**src/include/vcore_consts.svh**
```systemverilog
// assumes a 32-bit datapath with RV32I encodings; the program must keep every address word aligned
`ifndef VCORE_CONSTS_SVH
`define VCORE_CONSTS_SVH

// ----------------------------------------
// widths
`define XLEN            32
`define ADDR_WIDTH      16
`define REG_COUNT       32
`define REG_INDEX_WIDTH 5

// program counter
`define PC_STEP         4
`define RESET_PC        0

// ----------------------------------------
// opcodes of the kept subset
`define OPC_OP          7'b0110011
`define OPC_OP_IMM      7'b0010011
`define OPC_LOAD        7'b0000011
`define OPC_STORE       7'b0100011
`define OPC_BRANCH      7'b1100011
`define OPC_JAL         7'b1101111

// funct3 and funct7 values
`define FUNCT3_BEQ      3'b000
`define FUNCT3_BNE      3'b001
`define FUNCT3_ADD      3'b000
`define FUNCT3_XOR      3'b100
`define FUNCT3_OR       3'b110
`define FUNCT3_AND      3'b111
`define FUNCT3_WORD     3'b010
`define FUNCT7_SUB      7'b0100000

`endif

```
**src/design/isa_pkg.sv**
```systemverilog
// instruction and data types; alu, write-back and branch codes are internal to the core
`include "vcore_consts.svh"

package isa_pkg;

    // ----------------------------------------
    // architectural data
    typedef logic [`XLEN-1:0]            word_t;
    typedef logic [`REG_INDEX_WIDTH-1:0] reg_index_t;

    // ----------------------------------------
    // decoded controls

    // alu operation
    typedef logic [2:0] alu_op_t;
    localparam alu_op_t ALU_ADD = 3'd0;
    localparam alu_op_t ALU_SUB = 3'd1;
    localparam alu_op_t ALU_AND = 3'd2;
    localparam alu_op_t ALU_OR  = 3'd3;
    localparam alu_op_t ALU_XOR = 3'd4;

    // source of the register write, none means no write
    typedef logic [1:0] wb_sel_t;
    localparam wb_sel_t WB_NONE = 2'd0;
    localparam wb_sel_t WB_ALU  = 2'd1;
    localparam wb_sel_t WB_LOAD = 2'd2;
    localparam wb_sel_t WB_LINK = 2'd3;

    // branch class
    typedef logic [1:0] branch_kind_t;
    localparam branch_kind_t BR_NONE = 2'd0;
    localparam branch_kind_t BR_EQ   = 2'd1;
    localparam branch_kind_t BR_NE   = 2'd2;
    localparam branch_kind_t BR_JUMP = 2'd3;

endpackage

```
**src/design/core_ctrl_pkg.sv**
```systemverilog
// stage sequencing and bus request types; only one instruction is ever in flight
`include "vcore_consts.svh"

package core_ctrl_pkg;

    // ----------------------------------------
    // stage controller, values run in stage order
    typedef enum logic [2:0] {
        FETCH,
        DECODE,
        EXECUTE,
        MEMORY,
        WRITEBACK
    } stage_t;

    // ----------------------------------------
    // bus side
    typedef logic [`ADDR_WIDTH-1:0] addr_t;

    typedef logic [1:0] bus_req_t;
    localparam bus_req_t REQ_FETCH = 2'd0;
    localparam bus_req_t REQ_LOAD  = 2'd1;
    localparam bus_req_t REQ_STORE = 2'd2;

endpackage

```
**src/design/instr_decoder.sv**
```systemverilog
// combinational decoder for the kept RV32I subset; anything else decodes as a no-op
`include "vcore_consts.svh"

module instr_decoder (
    input  isa_pkg::word_t        instr,
    output isa_pkg::reg_index_t   rs1,
    output isa_pkg::reg_index_t   rs2,
    output isa_pkg::reg_index_t   rd,
    output isa_pkg::word_t        imm,
    output isa_pkg::alu_op_t      alu_op,
    output logic                  use_imm,
    output logic                  mem_read,
    output logic                  mem_write,
    output isa_pkg::branch_kind_t branch_kind,
    output isa_pkg::wb_sel_t      wb_sel
);

    logic [6:0] opcode;
    logic [2:0] funct3;
    logic [6:0] funct7;

    assign opcode = instr[6:0];
    assign funct3 = instr[14:12];
    assign funct7 = instr[31:25];

    assign rs1 = instr[19:15];
    assign rs2 = instr[24:20];
    assign rd  = instr[11:7];

    always_comb begin
        // defaults give a no-op
        imm         = '0;
        alu_op      = isa_pkg::ALU_ADD;
        use_imm     = 1'b0;
        mem_read    = 1'b0;
        mem_write   = 1'b0;
        branch_kind = isa_pkg::BR_NONE;
        wb_sel      = isa_pkg::WB_NONE;

        case (opcode)
            `OPC_OP: begin
                wb_sel = isa_pkg::WB_ALU;
                if (funct3 == `FUNCT3_ADD && funct7 == `FUNCT7_SUB) begin
                    alu_op = isa_pkg::ALU_SUB;
                end else if (funct7 != '0) begin
                    wb_sel = isa_pkg::WB_NONE;
                end else begin
                    case (funct3)
                        `FUNCT3_ADD: alu_op = isa_pkg::ALU_ADD;
                        `FUNCT3_XOR: alu_op = isa_pkg::ALU_XOR;
                        `FUNCT3_OR:  alu_op = isa_pkg::ALU_OR;
                        `FUNCT3_AND: alu_op = isa_pkg::ALU_AND;
                        default:     wb_sel = isa_pkg::WB_NONE;
                    endcase
                end
            end
            `OPC_OP_IMM: begin
                // addi only
                imm     = {{20{instr[31]}}, instr[31:20]};
                use_imm = 1'b1;
                if (funct3 == `FUNCT3_ADD) begin
                    wb_sel = isa_pkg::WB_ALU;
                end
            end
            `OPC_LOAD: begin
                imm     = {{20{instr[31]}}, instr[31:20]};
                use_imm = 1'b1;
                if (funct3 == `FUNCT3_WORD) begin
                    mem_read = 1'b1;
                    wb_sel   = isa_pkg::WB_LOAD;
                end
            end
            `OPC_STORE: begin
                imm       = {{20{instr[31]}}, instr[31:25], instr[11:7]};
                use_imm   = 1'b1;
                mem_write = (funct3 == `FUNCT3_WORD);
            end
            `OPC_BRANCH: begin
                imm = {{19{instr[31]}}, instr[31], instr[7], instr[30:25], instr[11:8], 1'b0};
                if (funct3 == `FUNCT3_BEQ) begin
                    branch_kind = isa_pkg::BR_EQ;
                end else if (funct3 == `FUNCT3_BNE) begin
                    branch_kind = isa_pkg::BR_NE;
                end
            end
            `OPC_JAL: begin
                imm = {{11{instr[31]}}, instr[31], instr[19:12], instr[20], instr[30:21], 1'b0};
                branch_kind = isa_pkg::BR_JUMP;
                wb_sel      = isa_pkg::WB_LINK;
            end
            default: begin
                wb_sel = isa_pkg::WB_NONE;
            end
        endcase
    end

endmodule

```
**src/design/scalar_register_file.sv**
```systemverilog
// two asynchronous read ports, one write port on the clock edge; x0 is never written
`include "vcore_consts.svh"

module scalar_register_file (
    input  logic                clk,
    input  logic                rst,
    input  isa_pkg::reg_index_t rs1,
    input  isa_pkg::reg_index_t rs2,
    input  isa_pkg::reg_index_t rd,
    input  isa_pkg::word_t      wdata,
    input  logic                we,
    output isa_pkg::word_t      rs1_data,
    output isa_pkg::word_t      rs2_data
);

    isa_pkg::word_t regs [`REG_COUNT];

    always_ff @(posedge clk) begin
        if (!rst) begin
            for (int i = 0; i < `REG_COUNT; i++) begin
                regs[i] <= '0;
            end
        end else if (we && rd != '0) begin
            regs[rd] <= wdata;
        end
    end

    // read during decode
    assign rs1_data = regs[rs1];
    assign rs2_data = regs[rs2];

    // ----------------------------------------
    // checks

    // x0 survives every write-back
    a_x0_zero: assert property (
        @(posedge clk) disable iff (!rst)
        we |=> (regs[0] == '0)
    );

endmodule

```
**src/design/scalar_alu.sv**
```systemverilog
// purely combinational; add and sub wrap at XLEN, equal feeds the branch decision
module scalar_alu (
    input  isa_pkg::word_t   a,
    input  isa_pkg::word_t   b,
    input  isa_pkg::alu_op_t op,
    output isa_pkg::word_t   result,
    output logic             equal
);

    isa_pkg::word_t sum;
    isa_pkg::word_t diff;

    // carry and borrow dropped
    assign sum  = a + b;
    assign diff = a - b;

    always_comb begin
        case (op)
            isa_pkg::ALU_ADD: begin
                result = sum;
            end
            isa_pkg::ALU_SUB: begin
                result = diff;
            end
            isa_pkg::ALU_AND: begin
                result = a & b;
            end
            isa_pkg::ALU_OR: begin
                result = a | b;
            end
            isa_pkg::ALU_XOR: begin
                result = a ^ b;
            end
            default: begin
                result = '0;
            end
        endcase
    end

    // beq and bne compare the two register operands
    assign equal = (a == b);

endmodule

```
**src/design/wb_bus_master.sv**
```systemverilog
// Wishbone classic master, one cycle per req; req must not arrive while a cycle is open
module wb_bus_master (
    input  logic                    clk,
    input  logic                    rst,
    input  logic                    req,
    input  core_ctrl_pkg::bus_req_t req_kind,
    input  core_ctrl_pkg::addr_t    addr,
    input  isa_pkg::word_t          wdata,
    output logic                    done,
    output isa_pkg::word_t          rdata,
    output logic                    cyc,
    output logic                    stb,
    output logic                    we,
    output core_ctrl_pkg::addr_t    adr,
    output isa_pkg::word_t          dat_w,
    input  isa_pkg::word_t          dat_r,
    input  logic                    ack
);

    // ----------------------------------------
    // cycle control
    always_ff @(posedge clk) begin
        if (!rst) begin
            cyc  <= 1'b0;
            stb  <= 1'b0;
            we   <= 1'b0;
            done <= 1'b0;
        end else begin
            done <= 1'b0;
            if (req) begin
                cyc <= 1'b1;
                stb <= 1'b1;
                we  <= (req_kind == core_ctrl_pkg::REQ_STORE);
            end else if (cyc && ack) begin
                // close on the edge that samples ack
                cyc  <= 1'b0;
                stb  <= 1'b0;
                we   <= 1'b0;
                done <= 1'b1;
            end
        end
    end

    // address and data held until ack
    always_ff @(posedge clk) begin
        if (req) begin
            adr   <= addr;
            dat_w <= wdata;
        end
        if (cyc && ack) begin
            rdata <= dat_r;
        end
    end

    // ----------------------------------------
    // checks
    a_stb_in_cyc: assert property (@(posedge clk) disable iff (!rst) stb |-> cyc);

    a_adr_aligned: assert property (
        @(posedge clk) disable iff (!rst)
        stb |-> (adr[1:0] == 2'b00)
    );

    // the stage controller waits for done before asking again
    a_no_overlap: assert property (@(posedge clk) disable iff (!rst) req |-> !cyc);

endmodule

```
**src/design/core_top.sv**
```systemverilog
// one instruction in flight, no forwarding; fetch and data share the single Wishbone master
`include "vcore_consts.svh"

module core_top (
    input  logic                 clk,
    input  logic                 rst,
    output logic                 cyc,
    output logic                 stb,
    output logic                 we,
    output core_ctrl_pkg::addr_t adr,
    output isa_pkg::word_t       dat_w,
    input  isa_pkg::word_t       dat_r,
    input  logic                 ack
);

    // ----------------------------------------
    // stage and architectural state
    core_ctrl_pkg::stage_t   state;
    isa_pkg::word_t          pc;
    isa_pkg::word_t          ir;
    logic                    bus_req;

    // decode to execute
    isa_pkg::word_t          ex_a;
    isa_pkg::word_t          ex_b;
    isa_pkg::word_t          ex_store;
    isa_pkg::word_t          ex_imm;
    isa_pkg::reg_index_t     ex_rd;
    isa_pkg::alu_op_t        ex_alu_op;
    logic                    ex_mem_read;
    logic                    ex_mem_write;
    isa_pkg::branch_kind_t   ex_branch;
    isa_pkg::wb_sel_t        ex_wb_sel;

    // execute to memory and write-back
    isa_pkg::word_t          mem_result;
    logic                    mem_equal;
    isa_pkg::word_t          load_data;

    // block outputs
    isa_pkg::reg_index_t     dec_rs1;
    isa_pkg::reg_index_t     dec_rs2;
    isa_pkg::reg_index_t     dec_rd;
    isa_pkg::word_t          dec_imm;
    isa_pkg::alu_op_t        dec_alu_op;
    logic                    dec_use_imm;
    logic                    dec_mem_read;
    logic                    dec_mem_write;
    isa_pkg::branch_kind_t   dec_branch;
    isa_pkg::wb_sel_t        dec_wb_sel;
    isa_pkg::word_t          rf_rs1_data;
    isa_pkg::word_t          rf_rs2_data;
    isa_pkg::word_t          alu_result;
    logic                    alu_equal;
    logic                    bus_done;
    isa_pkg::word_t          bus_rdata;

    // glue
    logic                    mem_access;
    core_ctrl_pkg::bus_req_t bus_kind;
    core_ctrl_pkg::addr_t    bus_addr;
    logic                    branch_taken;
    isa_pkg::word_t          link_pc;
    isa_pkg::word_t          next_pc;
    isa_pkg::word_t          wb_data;
    logic                    rf_we;

    instr_decoder decoder_i (
        .instr       (ir),
        .rs1         (dec_rs1),
        .rs2         (dec_rs2),
        .rd          (dec_rd),
        .imm         (dec_imm),
        .alu_op      (dec_alu_op),
        .use_imm     (dec_use_imm),
        .mem_read    (dec_mem_read),
        .mem_write   (dec_mem_write),
        .branch_kind (dec_branch),
        .wb_sel      (dec_wb_sel)
    );

    scalar_register_file regfile_i (
        .clk      (clk),
        .rst      (rst),
        .rs1      (dec_rs1),
        .rs2      (dec_rs2),
        .rd       (ex_rd),
        .wdata    (wb_data),
        .we       (rf_we),
        .rs1_data (rf_rs1_data),
        .rs2_data (rf_rs2_data)
    );

    scalar_alu alu_i (
        .a      (ex_a),
        .b      (ex_b),
        .op     (ex_alu_op),
        .result (alu_result),
        .equal  (alu_equal)
    );

    wb_bus_master bus_i (
        .clk      (clk),
        .rst      (rst),
        .req      (bus_req),
        .req_kind (bus_kind),
        .addr     (bus_addr),
        .wdata    (ex_store),
        .done     (bus_done),
        .rdata    (bus_rdata),
        .cyc      (cyc),
        .stb      (stb),
        .we       (we),
        .adr      (adr),
        .dat_w    (dat_w),
        .dat_r    (dat_r),
        .ack      (ack)
    );

    // ----------------------------------------
    // stage controller
    assign mem_access = ex_mem_read || ex_mem_write;

    always_ff @(posedge clk) begin
        if (!rst) begin
            state   <= core_ctrl_pkg::FETCH;
            pc      <= `RESET_PC;
            bus_req <= 1'b1;
        end else begin
            bus_req <= 1'b0;
            case (state)
                core_ctrl_pkg::FETCH: begin
                    if (bus_done) begin
                        state <= core_ctrl_pkg::DECODE;
                    end
                end
                core_ctrl_pkg::DECODE: begin
                    state <= core_ctrl_pkg::EXECUTE;
                end
                core_ctrl_pkg::EXECUTE: begin
                    state   <= core_ctrl_pkg::MEMORY;
                    bus_req <= mem_access;
                end
                core_ctrl_pkg::MEMORY: begin
                    if (!mem_access || bus_done) begin
                        state <= core_ctrl_pkg::WRITEBACK;
                    end
                end
                core_ctrl_pkg::WRITEBACK: begin
                    state   <= core_ctrl_pkg::FETCH;
                    pc      <= next_pc;
                    bus_req <= 1'b1;
                end
                default: begin
                    state <= core_ctrl_pkg::FETCH;
                end
            endcase
        end
    end

    // stage registers, each written only in its own stage
    always_ff @(posedge clk) begin
        if (state == core_ctrl_pkg::FETCH && bus_done) begin
            ir <= bus_rdata;
        end
        if (state == core_ctrl_pkg::DECODE) begin
            ex_a         <= rf_rs1_data;
            ex_b         <= dec_use_imm ? dec_imm : rf_rs2_data;
            ex_store     <= rf_rs2_data;
            ex_imm       <= dec_imm;
            ex_rd        <= dec_rd;
            ex_alu_op    <= dec_alu_op;
            ex_mem_read  <= dec_mem_read;
            ex_mem_write <= dec_mem_write;
            ex_branch    <= dec_branch;
            ex_wb_sel    <= dec_wb_sel;
        end
        if (state == core_ctrl_pkg::EXECUTE) begin
            mem_result <= alu_result;
            mem_equal  <= alu_equal;
        end
        if (state == core_ctrl_pkg::MEMORY && bus_done) begin
            load_data <= bus_rdata;
        end
    end

    // ----------------------------------------
    // bus request contents
    assign bus_kind = (state == core_ctrl_pkg::FETCH) ? core_ctrl_pkg::REQ_FETCH :
                      ex_mem_write ? core_ctrl_pkg::REQ_STORE : core_ctrl_pkg::REQ_LOAD;
    assign bus_addr = (state == core_ctrl_pkg::FETCH) ? pc[`ADDR_WIDTH-1:0]
                                                      : mem_result[`ADDR_WIDTH-1:0];

    // next pc
    always_comb begin
        case (ex_branch)
            isa_pkg::BR_EQ:   branch_taken = mem_equal;
            isa_pkg::BR_NE:   branch_taken = !mem_equal;
            isa_pkg::BR_JUMP: branch_taken = 1'b1;
            default:          branch_taken = 1'b0;
        endcase
    end

    assign link_pc = pc + `PC_STEP;
    assign next_pc = branch_taken ? (pc + ex_imm) : link_pc;

    // write-back source
    always_comb begin
        case (ex_wb_sel)
            isa_pkg::WB_ALU:  wb_data = mem_result;
            isa_pkg::WB_LOAD: wb_data = load_data;
            isa_pkg::WB_LINK: wb_data = link_pc;
            default:          wb_data = '0;
        endcase
    end

    assign rf_we = (state == core_ctrl_pkg::WRITEBACK) && (ex_wb_sel != isa_pkg::WB_NONE);

    // ----------------------------------------
    // checks

    // stages advance one step at a time and wrap from write-back to fetch
    a_stage_order: assert property (
        @(posedge clk) disable iff (!rst)
        (state != $past(state)) |->
            (state == (($past(state) == core_ctrl_pkg::WRITEBACK) ? core_ctrl_pkg::FETCH
                       : core_ctrl_pkg::stage_t'($past(state) + 3'd1)))
    );

endmodule

```
**config.mk**
```make
export PLATFORM = sky130hd
export DESIGN_NAME = core_top
export DESIGN_NICKNAME = d
export VERILOG_FILES = /design/src/design/isa_pkg.sv /design/src/design/core_ctrl_pkg.sv /design/src/design/instr_decoder.sv /design/src/design/scalar_register_file.sv /design/src/design/scalar_alu.sv /design/src/design/wb_bus_master.sv /design/src/design/core_top.sv
export VERILOG_INCLUDE_DIRS = /design/src /design/src/include
export SDC_FILE = /design/constraint.sdc
export NUM_CORES = 2
export LEC_CHECK = 0
export BUFFER_PORTS_ARGS = -buffer_cell sky130_fd_sc_hd__buf_2
export CORE_ASPECT_RATIO = 1.75
export CORE_MARGIN = 3
export CORE_UTILIZATION = 60
export CTS_BUF_LIST = sky130_fd_sc_hd__clkbuf_2
export DETAILED_ROUTE_END_ITERATION = 8
export GPL_TIMING_DRIVEN = 0
export PLACE_DENSITY = 0.82
export SETUP_SLACK_MARGIN = 0.02
export SLEW_MARGIN = 25
export SYNTH_ARGS = -nofsm -noshare
export SYNTH_HDL_FRONTEND = slang
export SYNTH_SLANG_ARGS = --single-unit
```
**constraint.sdc**
```tcl
create_clock -name clk -period 34.5 [get_ports clk]
set_clock_uncertainty 0.15 [all_clocks]
set_input_delay 1.725 -clock clk [delete_from_list [all_inputs] [get_ports clk]]
set_output_delay 1.725 -clock clk [all_outputs]
set_load 0.02 [all_outputs]
```
Word-level counts from Yosys, hierarchy flattened
Memories as Yosys holds them, arrays and structs flattened. A register that Yosys moved wholly into a read port is not among the register bits.
Index checks and enable logic that the tools add are counted.
{ "totals": {"output_inout_bits": 51, "memories": 1, "regBits": 326, "ramBits": 1024} }
{ "mem_list": {"columns": ["name", "words", "width", "read_ports", "rd_clocked_by_memory_dff", "write_ports", "line_no", "rtl"], "rows": [
  ["regfile_i.regs", 32, 32, 2, 2, 32, "scalar_register_file.sv:16", "isa_pkg::word_t regs [`REG_COUNT];"]
]} }
{ "op_classes": {"add_sub_neg": 4, "reduce_logical": 24, "n_bitwise": 5, "n_mux": 39, "eq_ne": 30} }
{ "ops": {"columns": ["op", "count"], "rows": [
  ["$pmux 32 s5", 1],
  ["$pmux 32 s4", 1],
  ["$mux 32", 3],
  ["$pmux 32 s3", 1],
  ["$add 32x32->32", 2],
  ["$add 32x3->32 const B", 1],
  ["$and 32x32->32", 1],
  ["$eq 32x32->1", 1],
  ["$or 32x32->32", 1],
  ["$reduce_or 32->1", 1],
  ["$sub 32x32->32", 1],
  ["$xor 32x32->32", 1],
  ["$eq 7x6->1 const B", 3],
  ["$mux 16", 1],
  ["$eq 3x2->1 const B", 5],
  ["$eq 3x3->1 const B", 5],
  ["$mux 1", 15],
  ["$eq 7x7->1 const B", 2],
  ["$mux 2", 7],
  ["$pmux 3 s4", 1],
  ["$eq 2x2->1 const B", 5],
  ["$mux 5", 2],
  ["$eq 3x1->1 const B", 3],
  ["$logic_not 3->1", 3],
  ["22 further kinds", 35]
]} }

Depth between registers and ports, before layout
{ "logic_depth": {"ltp_word": 8, "ltp_mapped": 14} }

Modules after synthesis
Synthesis repeated with hierarchy kept, for this count alone.
{ "hier_totals": {"hier_cells": 6544, "hier_area_um2": 76512.1} }
{ "modules_own_cells": {"columns": ["mod", "n_inst", "cells_per_inst", "seq_area_each_um2", "area_per_inst_um2"], "rows": [
  ["scalar_register_file", 1, 4609, 30749.5, 55719.7],
  ["core_top", 1, 969, 7897.6, 12421.9],
  ["scalar_alu", 1, 781, 0.0, 5208.7],
  ["wb_bus_master", 1, 92, 2462.4, 2528.7],
  ["instr_decoder", 1, 93, 0.0, 633.1]
]} }

Worst setup path before layout
Ideal clock, no wire load.
{ "synth_path": {"kind": "register to register", "from": "register state[0]", "to": "register ex_a[0] (read register of regfile_i.regs), enable pin", "setup_slack_ps": 23619, "period_less_slack_ps": 10881, "stages_incl_launch_ff": 2, "arrival_time_ps": 9923, "n_path_buf": 0, "t_required_ps": 33541, "path_cell_list": "dfxtp_1 -> nor3b_1"} }
{ "synth_via": {"elab_chain_len": 1} }
{ "synth_rtl": {"columns": ["element", "line_no", "rtl"], "rows": [
  ["from (decl)", "core_top.sv:18", "core_ctrl_pkg::stage_t state;"],
  ["from (signal assigned)", "core_top.sv:126", "state <= core_ctrl_pkg::FETCH;"],
  ["from (signal assigned)", "core_top.sv:134", "state <= core_ctrl_pkg::DECODE;"],
  ["from (signal assigned)", "core_top.sv:138", "state <= core_ctrl_pkg::EXECUTE;"],
  ["$eq 3x1->1", "core_top.sv:166", "if (state == core_ctrl_pkg::DECODE) begin"],
  ["to (decl)", "core_top.sv:24", "isa_pkg::word_t ex_a;"]
]} }
Every way passes these cells.
A chain may end at the register's enable or synchronous reset.

==> metrics.csv <==
metric,value,unit
status,"finished, violations left",
failing checks,design-rule violations,
IO buf count,85,
Via Count,50200,
Worst EP arrival,6.23,ns
Total Routed Length,246000,um
CP max FO,17,
Slew headroom,17.7,%
row cnt,166,
CTS tree,yes,
Worst setup SP type,flop,
Ports,86,
CTS resizes,0,
First-pass DRT Iterations,9,
"most common cell after layout, fill and taps aside",edfxtp_1,
DR WL/cell,33.5,um
core area,117000,sq um
asr flop ratio synth,0,%
clock edge transition at the registers on the reported setup and hold paths,0.12,ns
H-Tree Level Count,5,
max-cap viol count,0,
CP dominant cell by count,clkbuf_1,
"commonest non-fill, non-tap cells in the layout","edfxtp_1, nor2_1, mux4_2",
synth unique cells,105,
Top Metal Used,met5,
pwr/cell area,41.2,nW/um^2
Final min period,5.00,ns
DIE WIDTH,267,um
WHS,0.0400,ns
number of synthesized flops with an enable pin,1332,
"Area growth, synth to finish",9.80,%
post-synthesis sequential area ratio,57.4,%
largest net degree at the start of global routing,39,
Mapped Area,71300,sq um
first-pass GRT wire length,346000,um
Clk Tree Root Cell,clkbuf_2,
Avg Vias per Cell,6.85,
Die Area,123000,sq um
post-route clock period utilization,14.5,%
Initial Utilization,60.7,%
routability cong.,1.03,
yosys warns,0,
Final ANT Viol Nets,0,
Max clock buf depth,4,
Hold Crit Class,in -> reg,
slowest CP cell,nor3_2,
"Setup violations, final",0,
chain of cells forming the critical path,"clkbuf_1, and2_1, clkbuf_1, o211ai_1, nor3_2, nand2_1, clkbuf_1, nand2_2, buf_16",
Mean Syn Cell Area,14.1,sq um
Overflow after GRT,0,
Worst EP required,35.73,ns
DR WL met2,125000,um
Worst IR Drop VDD,0.0286,mV
Static Leakage,28.0,nW
synthesized instance count,5053,
class of the most critical setup path,reg -> reg,
initial antenna violation count,11,
1st-iter DRT viols,7165,
nets,5764,
half-perimeter wire length after placement,192000,um
Die Y,462,um
Final Hold Vio Count,0,
setup TNS,0,ns
WL met1,69300,um
# DRC,1,
Slew @ Worst Pin,1.23,ns
Skew-Pair Late Insertion Delay,1.85,ns
Max Clk Rate,200,MHz
clock sinks,1376,
Num CTS Buffers,321,
CP endpoint kind,flop,
Most used DFF post-synth,edfxtp_1,
share of layout cells above drive strength 1,27.0,%
gr usage total,40.4,%
RSZ-0062 raised after global routing,false,
setup repair bufs after CTS,0,
"slowest stage delay, CP",0.83,ns
vias in the first global route,52000,
"flops & latches, synth",1376,
Pins Over Slew Limit,0,
Met3 Wirelength,24000,um
[cell usage after synthesis (10+ instances only)]
master | instances | area (sq um)
nand3_1 | 33 | 165
a31oi_1 | 15 | 93.8
a21oi_1 | 165 | 826
and3_1 | 13 | 81.3
and2_1 | 18 | 113
a211oi_1 | 18 | 135
clkbuf_1 | 316 | 1190
o21bai_1 | 19 | 143
mux2_2 | 94 | 1060
xor2_1 | 18 | 158
o211ai_1 | 21 | 158
nand4_1 | 13 | 81.3
ha_1 | 135 | 1690
mux4_2 | 640 | 14400
nor2_1 | 1219 | 4580
nand2b_1 | 13 | 81.3
buf_1 | 44 | 165
a21o_1 | 37 | 278
mux2i_1 | 12 | 120
a22oi_1 | 39 | 293
edfxtp_1 | 1332 | 40000
nor3b_1 | 10 | 75.1
xnor2_1 | 45 | 394
nor3_1 | 33 | 165
inv_1 | 117 | 439
nor2b_1 | 10 | 62.6
buf_2 | 69 | 345
nand2_1 | 185 | 694
dfxtp_1 | 44 | 881
o22ai_1 | 22 | 138
nor4_1 | 10 | 62.6
o21ai_0 | 109 | 546
[area by class of cell]
| class | count | area (sq um) |
|---|---|---|
| sequential | 1376 | 40900 |
| fill | 8142 | 39100 |
| multi-input combinational | 3149 | 28400 |
| clock buffer | 441 | 2210 |
| timing repair buffer | 184 | 1980 |
| tap | 1512 | 1890 |
| buffer | 438 | 1840 |
| clock inverter | 105 | 577 |
| inverter | 121 | 454 |
| antenna | 9 | 22.5 |
[layer usage]
| metal | GRT usage [%] | vias up |
|---|---|---|
| li1 | - | 20600 |
| met1 | 40.3 | 24700 |
| met2 | 69.6 | 3871 |
| met3 | 9.36 | 1153 |
| met4 | 36.8 | 8 |
| met5 | 0 | - |
[power breakdown]
group / internal (mW) / leakage [nW] / switching (mW)
Clock: 0.389 / 2.12 / 0.674
Sequential: 1.88 / 13.8 / 0.0322
Combinational: 0.103 / 12.1 / 0.145
[through the flow]
stage | power (mW) | cell area (sq um) | util [%] | setup slack (ns) | std cells
after floorplan | 2.08 | 71400 | - | 23.62 | 5084
after global placement | 2.16 | 73700 | 62.8 | 19.11 | 6681
after detailed placement | 2.19 | 75100 | 64.0 | 29.20 | 6746
after CTS | 3.21 | 78200 | 66.6 | 29.57 | 7322
after global routing | 3.31 | 78200 | 66.7 | 29.50 | 7331
final | 3.22 | 78200 | 66.7 | 29.50 | 7335
[state kept, by name (all words and copies together) (netlist names), 2 cells and up, named ones only]
name,flops
ex_alu_op,3
mem_result,32
ex_wb_sel,2
ex_rd,5
bus_i.dat_w,32
ex_b,32
bus_i.rdata,32
load_data,32
ex_a,32
state,3
ex_store,32
ex_imm,21
ir,32
pc,32
regfile_i.regs,1024
bus_i.adr,16
ex_branch,2
[what timing repair did]
item,4_1_cts,5_1_grt
hold buffers,30,0
endpoints found under the setup margin,0,0
hold endpoints to repair,30,0
[path summary, 6_finish.rpt]
check,startpoint,endpoint,slack (ns),cells after the start
setup / recovery,state[2],regfile_i.regs[6][16],29.50,9
hold / removal,dat_r[20],bus_i.rdata[20],0.04,1
setup reg to reg,state[2],regfile_i.regs[6][16],29.50,9
hold reg to reg,ex_store[15],bus_i.dat_w[15],0.26,0
[critical path: cells and delay by family (launching register included)]
kind / cells / cell delay (ns)
AOI/OAI and AO/OA: 1 / 0.50
buffers and inverters: 4 / 1.44
DFF: 1 / 0.34
and+or+nand+nor: 4 / 2.19
[logic make-up after synthesis]
kind of cell             share of synthesized area [%]
buffers and inverters                             3.13
adder cells (fa/ha/maj)                           2.45
XOR/XNOR                                         0.774
AO/OA/AOI/OAI                                     5.05
other                                          0.00526
flip-flops                                        57.4
AND/OR/NAND/NOR                                   9.32
multiplexers                                      21.9
No activity file was read; power rests on OpenSTA's default activity.
